## config.mk

```make
export PLATFORM = sky130hd
export DESIGN_NAME = life_engine
export DESIGN_NICKNAME = d
export VERILOG_FILES = /design/src/design/life_pkg.sv /design/src/design/life_engine.sv /design/src/design/life_pipeline.sv /design/src/design/life_gen_stage.sv /design/src/design/row_store.sv
export SDC_FILE = /design/constraint.sdc
export NUM_CORES = 1
export LEC_CHECK = 0
export BUFFER_PORTS_ARGS = -buffer_cell sky130_fd_sc_hd__clkbuf_2
export CAP_MARGIN = 30
export CORE_AREA = 4 4 454 456
export CTS_BUF_LIST = sky130_fd_sc_hd__clkbuf_8
export DETAILED_ROUTE_END_ITERATION = 10
export DIE_AREA = 0 0 458 460
export GPL_ROUTABILITY_DRIVEN = 0
export SYNTH_ARGS = -nofsm -noshare
export SYNTH_HDL_FRONTEND = slang
export SYNTH_HIERARCHICAL = 1
export SYNTH_SLANG_ARGS = --single-unit
```

## constraint.sdc

```tcl
create_clock -name clk -period 13.55 [get_ports clk]
set_input_delay 3.3875 -clock clk [delete_from_list [all_inputs] [get_ports clk]]
set_output_delay 3.3875 -clock clk [all_outputs]
set_load 0.02 [all_outputs]
```

## src/design/life_pkg.sv

```systemverilog
/* Shared sizes and types for the linear life engine.
   COLS is the datapath width and ROWS the image height; ABITS must cover ROWS.
   STEP_DELAY has to track the row memory read latency. */

package life_pkg;

	//////////////////////////////////////////////////////////////////////
	// image geometry
	//////////////////////////////////////////////////////////////////////

	localparam int COLS  = 32;	// cells per row, one bit each
	localparam int ROWS  = 32;	// rows in the torus
	localparam int ABITS = 5;	// log2(ROWS)

	//////////////////////////////////////////////////////////////////////
	// pipeline shape
	//////////////////////////////////////////////////////////////////////

	localparam int GENS       = 2;	// generations per pass
	localparam int STEP_DELAY = 2;	// step to window update, matches read latency

	// one image row, bit set means alive
	typedef logic [COLS-1:0] row_t;

	typedef logic [ABITS-1:0] addr_t;	// row address

	// vertical count of three cells, 0..3
	typedef logic [1:0] col_sum_t;

	// sequencer controls for the row store
	typedef struct packed {
		addr_t raddr;	// read row, registered in the store
		addr_t waddr;	// write row
		logic  we;	// write strobe
	} mem_ctrl_t;

endpackage
```

## src/design/life_engine.sv

```systemverilog
/* Linear life engine top: row store plus generation pipeline.
   The external sequencer owns addresses, we and step; rows written back
   lag the reads by 3*GENS steps. */

`timescale 1ns/1ps

module life_engine (
	input  logic                clk,
	input  logic                reset,
	input  life_pkg::mem_ctrl_t mem_ctrl,	// read/write addresses, we
	input  logic                step,	// advance pipeline one row
	input  logic                ld,	// display latch request
	input  logic                init,	// select init_data for writes
	input  life_pkg::row_t      init_data,
	output life_pkg::row_t      dout	// display row
);

	life_pkg::row_t rd_row;	// store to pipeline
	life_pkg::row_t wr_row;	// pipeline back to store

	// memory, init mux, display tap
	row_store store_i (
		.clk       (clk),
		.reset     (reset),
		.mem_ctrl  (mem_ctrl),
		.init      (init),
		.init_data (init_data),
		.wr_row    (wr_row),
		.ld        (ld),
		.rd_row    (rd_row),
		.dout      (dout)
	);

	// GENS generations per pass
	life_pipeline pipe_i (
		.clk    (clk),
		.reset  (reset),
		.step   (step),
		.rd_row (rd_row),
		.wr_row (wr_row)
	);

endmodule

```

## src/design/life_pipeline.sv

```systemverilog
/* Chain of GENS life stages on a common step enable.
   wr_row after step n is generation GENS of the row read at step n-3*GENS.
   No back-pressure; step low freezes every stage. */

`timescale 1ns/1ps

module life_pipeline (
	input  logic           clk,
	input  logic           reset,
	input  logic           step,	// one row per strobe
	input  life_pkg::row_t rd_row,	// memory read data
	output life_pkg::row_t wr_row	// last generation, to memory write
);

	//////////////////////////////////////////////////////////////////////
	// step enable
	//////////////////////////////////////////////////////////////////////

	logic [life_pkg::STEP_DELAY-1:0] step_del;	// waits out the read latency
	logic                            en;

	always_ff @(posedge clk) begin
		if (reset) begin
			step_del <= '0;
		end else begin
			step_del <= {step_del[life_pkg::STEP_DELAY-2:0], step};
		end
	end

	assign en = step_del[life_pkg::STEP_DELAY-1];	// shared by all stages

	//////////////////////////////////////////////////////////////////////
	// generation chain
	//////////////////////////////////////////////////////////////////////

	life_pkg::row_t [life_pkg::GENS:0] chain;	// chain[g] feeds stage g

	assign chain[0] = rd_row;

	for (genvar g = 0; g < life_pkg::GENS; g++) begin : gen_stage
		life_gen_stage stage_i (
			.clk      (clk),
			.en       (en),
			.row_in   (chain[g]),
			.row_next (chain[g+1])
		);
	end

	// output register, steady between steps for the write
	always_ff @(posedge clk) begin
		if (en) begin
			wr_row <= chain[life_pkg::GENS];
		end
	end

endmodule

```

## src/design/life_gen_stage.sv

```systemverilog
/* One life generation over a full row, torus wrap across the columns.
   Moves only on en; window and sums are undefined until three rows are in.
   Output row is the successor of the window centre, two steps behind row_in. */

`timescale 1ns/1ps

module life_gen_stage (
	input  logic           clk,
	input  logic           en,	// shared step enable
	input  life_pkg::row_t row_in,	// previous generation or memory row
	output life_pkg::row_t row_next	// next generation, combinational
);

	//////////////////////////////////////////////////////////////////////
	// three-row window
	//////////////////////////////////////////////////////////////////////

	// win[0] newest, win[2] oldest
	life_pkg::row_t [2:0] win;

	always_ff @(posedge clk) begin
		if (en) begin
			win[2] <= win[1];
			win[1] <= win[0];
			win[0] <= row_in;
		end
	end

	//////////////////////////////////////////////////////////////////////
	// column sums
	//////////////////////////////////////////////////////////////////////

	life_pkg::col_sum_t [life_pkg::COLS-1:0] col_sum;	// from current window
	life_pkg::col_sum_t [life_pkg::COLS-1:0] col_sum_q;	// centred on win[2] after en

	always_comb begin
		for (int c = 0; c < life_pkg::COLS; c++) begin
			col_sum[c] = {1'b0, win[2][c]} +
			             {1'b0, win[1][c]} +
			             {1'b0, win[0][c]};	// 0..3
		end
	end

	// registered on the same enable as the shift, so the centre of the
	// summed window lands in win[2]
	always_ff @(posedge clk) begin
		if (en) begin
			col_sum_q <= col_sum;
		end
	end

	//////////////////////////////////////////////////////////////////////
	// nine-cell count and rule
	//////////////////////////////////////////////////////////////////////

	logic [life_pkg::COLS-1:0][3:0] cnt;	// includes the centre cell, 0..9

	always_comb begin
		for (int c = 0; c < life_pkg::COLS; c++) begin
			cnt[c] = {2'b00, col_sum_q[(c == 0) ? life_pkg::COLS-1 : c-1]} +	// wrap left
			         {2'b00, col_sum_q[c]} +
			         {2'b00, col_sum_q[(c == life_pkg::COLS-1) ? 0 : c+1]};	// wrap right
		end
	end

	always_comb begin
		for (int c = 0; c < life_pkg::COLS; c++) begin
			// 3 total, alive with 2 neighbours or born with 3
			// 4 total, survives only if centre is alive
			row_next[c] = (cnt[c] == 4'd3) ||
			              ((cnt[c] == 4'd4) && win[2][c]);
		end
	end

endmodule

```

## src/design/row_store.sv

```systemverilog
/* Two-port row memory, registered address and registered read data.
   A read address gives data two edges later; same-row read during a write
   returns the old row. Memory contents and dout are not reset. */

`timescale 1ns/1ps

module row_store (
	input  logic                clk,
	input  logic                reset,
	input  life_pkg::mem_ctrl_t mem_ctrl,	// raddr, waddr, we
	input  logic                init,	// write init_data instead of wr_row
	input  life_pkg::row_t      init_data,
	input  life_pkg::row_t      wr_row,	// computed row from the pipeline
	input  logic                ld,	// display load pulse
	output life_pkg::row_t      rd_row,
	output life_pkg::row_t      dout	// display tap
);

	//////////////////////////////////////////////////////////////////////
	// storage
	//////////////////////////////////////////////////////////////////////

	life_pkg::row_t  mem [life_pkg::ROWS];
	life_pkg::addr_t raddr_q;	// address register
	life_pkg::row_t  wdata;	// write data after init mux
	logic [1:0]      ld_del;	// ld delay line, matches read latency

	// init path overrides the computed row
	assign wdata = init ? init_data : wr_row;

	// write port
	always_ff @(posedge clk) begin
		if (mem_ctrl.we) begin
			mem[mem_ctrl.waddr] <= wdata;
		end
	end

	// read port, address then data registered
	always_ff @(posedge clk) begin
		raddr_q <= mem_ctrl.raddr;	// first stage
		rd_row  <= mem[raddr_q];	// second stage, old data on collision
	end

	//////////////////////////////////////////////////////////////////////
	// display tap
	//////////////////////////////////////////////////////////////////////

	// ld follows the address through both read stages
	always_ff @(posedge clk) begin
		if (reset) begin
			ld_del <= '0;
		end else begin
			ld_del <= {ld_del[0], ld};
		end
	end

	// latch the row that was addressed alongside ld
	always_ff @(posedge clk) begin
		if (ld_del[1]) begin
			dout <= rd_row;	// holds until next load
		end
	end

endmodule

```

==> results.yml, run 1 <==
die:
  core-area_sq_um: 202000
  ios: 80
  rows: 165
  initial_core_util_pct: 29.9
  die_w_um: 458
  die_area_sq_um: 211000
  dieHeight_um: 460
clock_tree:
  ctsResizeCount: 0
  worst_skew_pair.late_latency_ns: 0.96
  cts_sinks: 1449
  cts_buffer_depth: 3
  cts_htree_levels: 4
  cts.reportedPaths.clkPinSlew_ns: 0.08
  cts_buffers: 239
  tritoncts: "yes"
  hold_buffers: 0
  clock-root-buffer: "clkbuf_8"
  post_cts_buffers: 0
sta:
  rsz0062_at_grt: "no"
  final_max_slew_viol_count: 0
  setup_viol: 0
  worst_pin_slew_ns: 1.19
  period_share_pct: 37.6
  hold_ws_ns: 0.430
  min_period_ns: 5.09
  slew_headroom_pct: 20.4
  clock_skew_ns: 0.0836
  timing.fmax_mhz: 196
  hold_viol: 0
  tns_ns: 0
global_route:
  grt_pass1_wl_mm: 203
  overflow: 0
  grt_use_total_pct: 12.9
  grt_max_degree: 173
  top_usage_layer: "met2"
  antenna_found_initial: 24
  grt_pass1_vias: 31594
  met2_usage_pct: 20.3
  grt_use_met1_pct: 17.6
  grt_use_met3_pct: 3.23
yosys:
  ys_types: 33
  synthCells: 3525
  netlist_top_cells_area: "edfxtp_1, mux2i_1, fa_1, ha_1, inv_1"
  yosysSeqAreaShare_pct: 71.4
  yosysTopAreaCell: "edfxtp_1"
  syn_area_sq_um: 60400
  yosys.area.top_type_share_pct: 70.0
  syn_avg_cell_area_sq_um: 17.1
  yosysWarnings: 6
  synth_seq_cells: 1449
  syn_nets: 3893
pwr:
  leakagePower_nw: 25.1
  irDropWorstVdd_uv: 91.8
  power_density_nw_per_um2: 134
layout:
  final_util_pct: 34.2
  nNetsFinal: 4146
  drive_above_1_share_pct: 12.1
  area_growth_pct: 14.3
  final_cell_area_sq_um: 69000
setup_path:
  crit_fanout: 19
  cp.required_ns: 14.08
  worst-setup-path-type: "in2reg"
  critPathCaptureType: "flop"
  cp-start-kind: "primary input"
  arrival_ns: 5.63
outcome:
  status: "completed"
place:
  io_buffers: 79
  placed_area_sq_um: 64200
  hpwlAfterDp_mm: 78.8
drt:
  drc_errors: 0
  drt_iter0_drc: 2537
  first_pass_iters: 5
  routed_wl_mm: 138
  postRouteAntennaNets: 0
  vias_per_cell: 4.62
  vias: 30723
  wl_per_cell_um: 20.8
job:
  max_cap_violations: 0
min_path:
  hp-class: "reg2reg"
## cell usage after synthesis
library cell  number
inv_1            320
ha_1             128
nand2_1          152
nor2_1            34
clkbuf_4           2
a22o_1            64
nand3_1          115
buf_2             33
nor2b_1            5
and2_1             1
nand2b_1           2
buf_6             15
or2_2              1
a21oi_1           96
mux2_2             2
or3_1              1
nand4b_1          47
fa_1             192
or3b_2             3
o22ai_1            7
mux2_1            30
a22oi_1           96
nand3b_1          26
dfxtp_1           41
clkbuf_1          44
edfxtp_1        1408
mux2i_1          512
nor3_1            32
and2b_1            1
buf_4             32
a31oi_1           32
o21ai_0           46
buf_1              5
## cells in the final DEF, fill, tap and decap left out, drive strengths merged, types with 2 or more instances in the layout
master	netlist	routed
mux2	32	32
a31oi	32	32
nand2b	2	2
inv	320	425
clkbuf	46	326
nand3	115	115
buf	85	64
dfxtp	41	41
ha	128	128
fa	192	192
nor3	32	32
edfxtp	1408	1408
nor2	34	34
or3b	3	3
a22oi	96	96
nand4b	47	47
a22o	64	64
nor2b	5	5
clkinv	0	82
nand3b	26	26
o21ai	46	46
o22ai	7	7
bufinv	0	5
a21oi	96	96
mux2i	512	512
diode	0	5
nand2	152	152
## critical path: stages
cell      delay (ns)
clkbuf_2        0.10
nand3b_1        0.68
nor2_4          0.90
buf_4           0.54
## final timing paths
| kind | start | to | slack (ns) | cells after the start |
|---|---|---|---|---|
| min | store_i/ld_del[0] | store_i/ld_del[1] | 0.43 | 1 |
| max | mem_ctrl[2] | store_i/mem[25][17] | 8.46 | 4 |
| max reg2reg | store_i/raddr_q[0] | store_i/rd_row[4] | 9.98 | 9 |
| min reg2reg | store_i/ld_del[0] | store_i/ld_del[1] | 0.43 | 1 |
## kinds of logic after synthesis
family | after synthesis | share of synthesized area, %
flops | 1449 | 71.4
fa+ha+maj | 320 | 9.02
compound gates | 341 | 3.70
buf+inv | 451 | 3.27
simple gates | 420 | 3.54
mux | 544 | 9.08
## metal layers
metal,vias to the layer above,part of all wire (%)
li1,13822,-
met1,15751,45
met2,900,46
met3,242,7.0
met4,8,2.5
met5,-,0.035
## flip-flops by register name (all words and copies together) (netlist names), 5 cells and up
name / cells
pipe_i/gen_stage.stage_i/col_sum_q: 128
store_i/raddr_q: 5
pipe_i/gen_stage.stage_i/win: 192
pipe_i/wr_row: 32
store_i/dout: 32
store_i/mem: 1024
store_i/rd_row: 32
## stage by stage
| stage | instances | worst slack [ns] | power, mW |
|---|---|---|---|
| final | 6654 | 8.46 | 9.22 |
| after global routing | 6652 | 8.42 | 9.61 |
| after CTS | 6641 | 8.54 | 9.34 |
| after detailed placement | 6201 | 7.53 | 5.68 |
| after global placement | 6197 | 7.58 | 5.66 |
| after floorplan | 3525 | 4.81 | 5.49 |
## final cells by class
| class | count | area (sq um) |
|---|---|---|
| Clock buffer | 247 | 3400 |
| Timing Repair Buffer | 143 | 1150 |
| Antenna cell | 5 | 12.5 |
| Sequential cell | 1449 | 43100 |
| Tap cell | 2672 | 3340 |
| Fill cell | 18997 | 133000 |
| Inverter | 320 | 1200 |
| Multi-Input combinational cell | 1625 | 15600 |
| Clock inverter | 193 | 1200 |
## power by group
group | internal (mW) | total, mW | switching [mW]
clock | 1.82 | 3.63 | 1.81
combinational | 0.177 | 0.519 | 0.342
sequential | 5.02 | 5.07 | 0.0530
Power figures use the tool's default switching activity.
==> run 2: changes to the inputs <==
- clock period: 13.55 -> 4.5 ns (I/O delays scaled with it)
==> results.yml, run 2 (synthesis gave the netlist of run 1 again) <==
outcome:
  status: "completed"
min_path:
  hp-class: "in2reg"
  min-delay-start: "mem_ctrl[10]"
setup_path:
  rrSetupSlack_ns: 1.73
  crit_end: "store_i/rd_row[3]"
  cpPeakStageDelay_ns: 0.81
  r2r-start: "store_i/raddr_q[0]"
  worst-setup-path-type: "reg2reg"
  slowest_stage: "dfxtp_4"
  worstSetupStartpoint: "store_i/raddr_q[0]"
  crit_fanout: 55
  cp-start-kind: "flop"
  cp_cell_sequence: "buf_4, buf_12, mux2i_1, a22o_1, nor3_1, a31oi_1, nand3_1"
  reg2reg_to: "store_i/rd_row[3]"
  r2r_cells: 7
  arrival_ns: 3.52
  critPathCaptureType: "flop"
  cp.required_ns: 5.25
die:
  rows: 165
  initial_core_util_pct: 29.9
  die_area_sq_um: 211000
  ios: 80
  core-area_sq_um: 202000
  dieHeight_um: 460
  die_w_um: 458
clock_tree:
  cts.reportedPaths.clkPinSlew_ns: 0.06
  tritoncts: "yes"
  post_cts_buffers: 0
  hold_buffers: 0
  worst_skew_pair.late_latency_ns: 0.90
  cts_buffer_depth: 3
  cts_buffers: 225
  cts_htree_levels: 4
  cts_sinks: 1449
  ctsResizeCount: 0
  clock-root-buffer: "clkbuf_8"
drt:
  vias_per_cell: 4.64
  vias: 30980
  drt_iter0_drc: 2448
  postRouteAntennaNets: 0
  drc_errors: 0
  first_pass_iters: 5
  routed_wl_mm: 142
  wl_per_cell_um: 21.3
layout:
  fill_cells: 19025
  reg_top3: "store_i/mem (1024), pipe_i/gen_stage.stage_i/win (192), pipe_i/gen_stage.stage_i/col_sum_q (128)"
  regMostFlops: "store_i/mem"
  multi_input_area_sq_um: 15600
  area_growth_pct: 14.6
  nNetsFinal: 4172
  final_common_cell: "edfxtp_1"
  final_cell_mix: "edfxtp_1, mux2i_1, inv_1"
  largest_reg_flops: 1024
  drive_above_1_share_pct: 12.9
  regArea_sq_um: 43100
global_route:
  grt_pass1_vias: 31877
  grt_use_total_pct: 13.2
  antenna_found_initial: 21
  overflow: 0
  grt_pass1_wl_mm: 207
  grt_max_degree: 104
sta:
  layout_setup_ws_ns: 1.73
  final_max_slew_viol_count: 0
  tns_ns: 0
  clock_skew_ns: 0.0595
  setup_viol: 0
  timing.fmax_mhz: 361
  worst_pin_slew_ns: 1.10
  slew_headroom_pct: 26.4
  min_period_ns: 2.77
  period_share_pct: 61.5
  rsz0062_at_grt: "no"
  hold_viol: 0
place:
  io_buffers: 79
  hpwlAfterDp_mm: 85.5
  dp_slack_ns: 0.976
job:
  max_cap_violations: 0
pwr:
  irDropWorstVdd_uv: 311
  leakagePower_nw: 25.1
  power_density_nw_per_um2: 394
==> run 2: cell count changes in the layout (fill, tap and decap cells not counted), sizes merged <==
cell,delta
buf,+40
clkbuf,-10
clkinv,-3
clkinvlp,+6
diode,+1
inv,-12
==> run 2: how the worst min path moves through the flow <==
stage / endpoint / slack [ns] / depth (start not counted)
CTS: store_i/raddr_q[4] / 0.23 / 1
global placement: store_i/dout[6] / 0.43 / 0
floorplan: pipe_i/gen_stage[0].stage_i/win[0] / 0.40 / 0
finish: store_i/raddr_q[4] / 0.35 / 1
detailed placement: store_i/ld_del[1] / 0.44 / 1
global route: store_i/raddr_q[4] / 0.26 / 1
==> run 2: area by class of cell <==
class	instances	area share (%)
diodes	6	0.0217
clock buffers	237	4.72
clock inverters	184	1.39
inverters	320	1.74
multi-input cells	1625	22.5
flip-flops and latches	1449	62.3
well taps	2672	4.83
repair buffers	183	2.47
==> run 2: report_power, final <==
part | internal [mW] | leakage, nW | switching, mW
sequential | 15.1 | 13.2 | 0.176
clock | 5.18 | 2.47 | 5.18
combinational | 0.567 | 9.50 | 1.05
==> run 2: worst max-delay path, delay by kind of cell, from the launching register on <==
family	cells	cell delay [ns]
simple gates	2	0.17
compound gates	2	0.49
flops	1	0.81
mux	1	0.32
buf+inv	2	0.75
==> run 2: through the flow <==
stage	hold slack, ns	utilization (%)	cells	power (mW)	cell area (sq um)
2_1_floorplan	0.404	-	3525	16.5	60400
3_3_place_gp	0.433	32.0	6235	17.1	64600
3_5_place_dp	0.440	32.0	6238	17.2	64600
4_1_cts	0.227	34.1	6659	27.6	68900
5_1_grt	0.261	34.3	6674	28.4	69200
6_report	0.345	34.3	6676	27.3	69200
==> run 2: routing by layer <==
| layer | wire (um) | global-route usage, % |
|---|---|---|
| met1 | 63500 | 18.3 |
| met2 | 65500 | 20.6 |
| met3 | 9790 | 3.10 |
| met4 | 3190 | 4.42 |
| met5 | 69 | 0 |
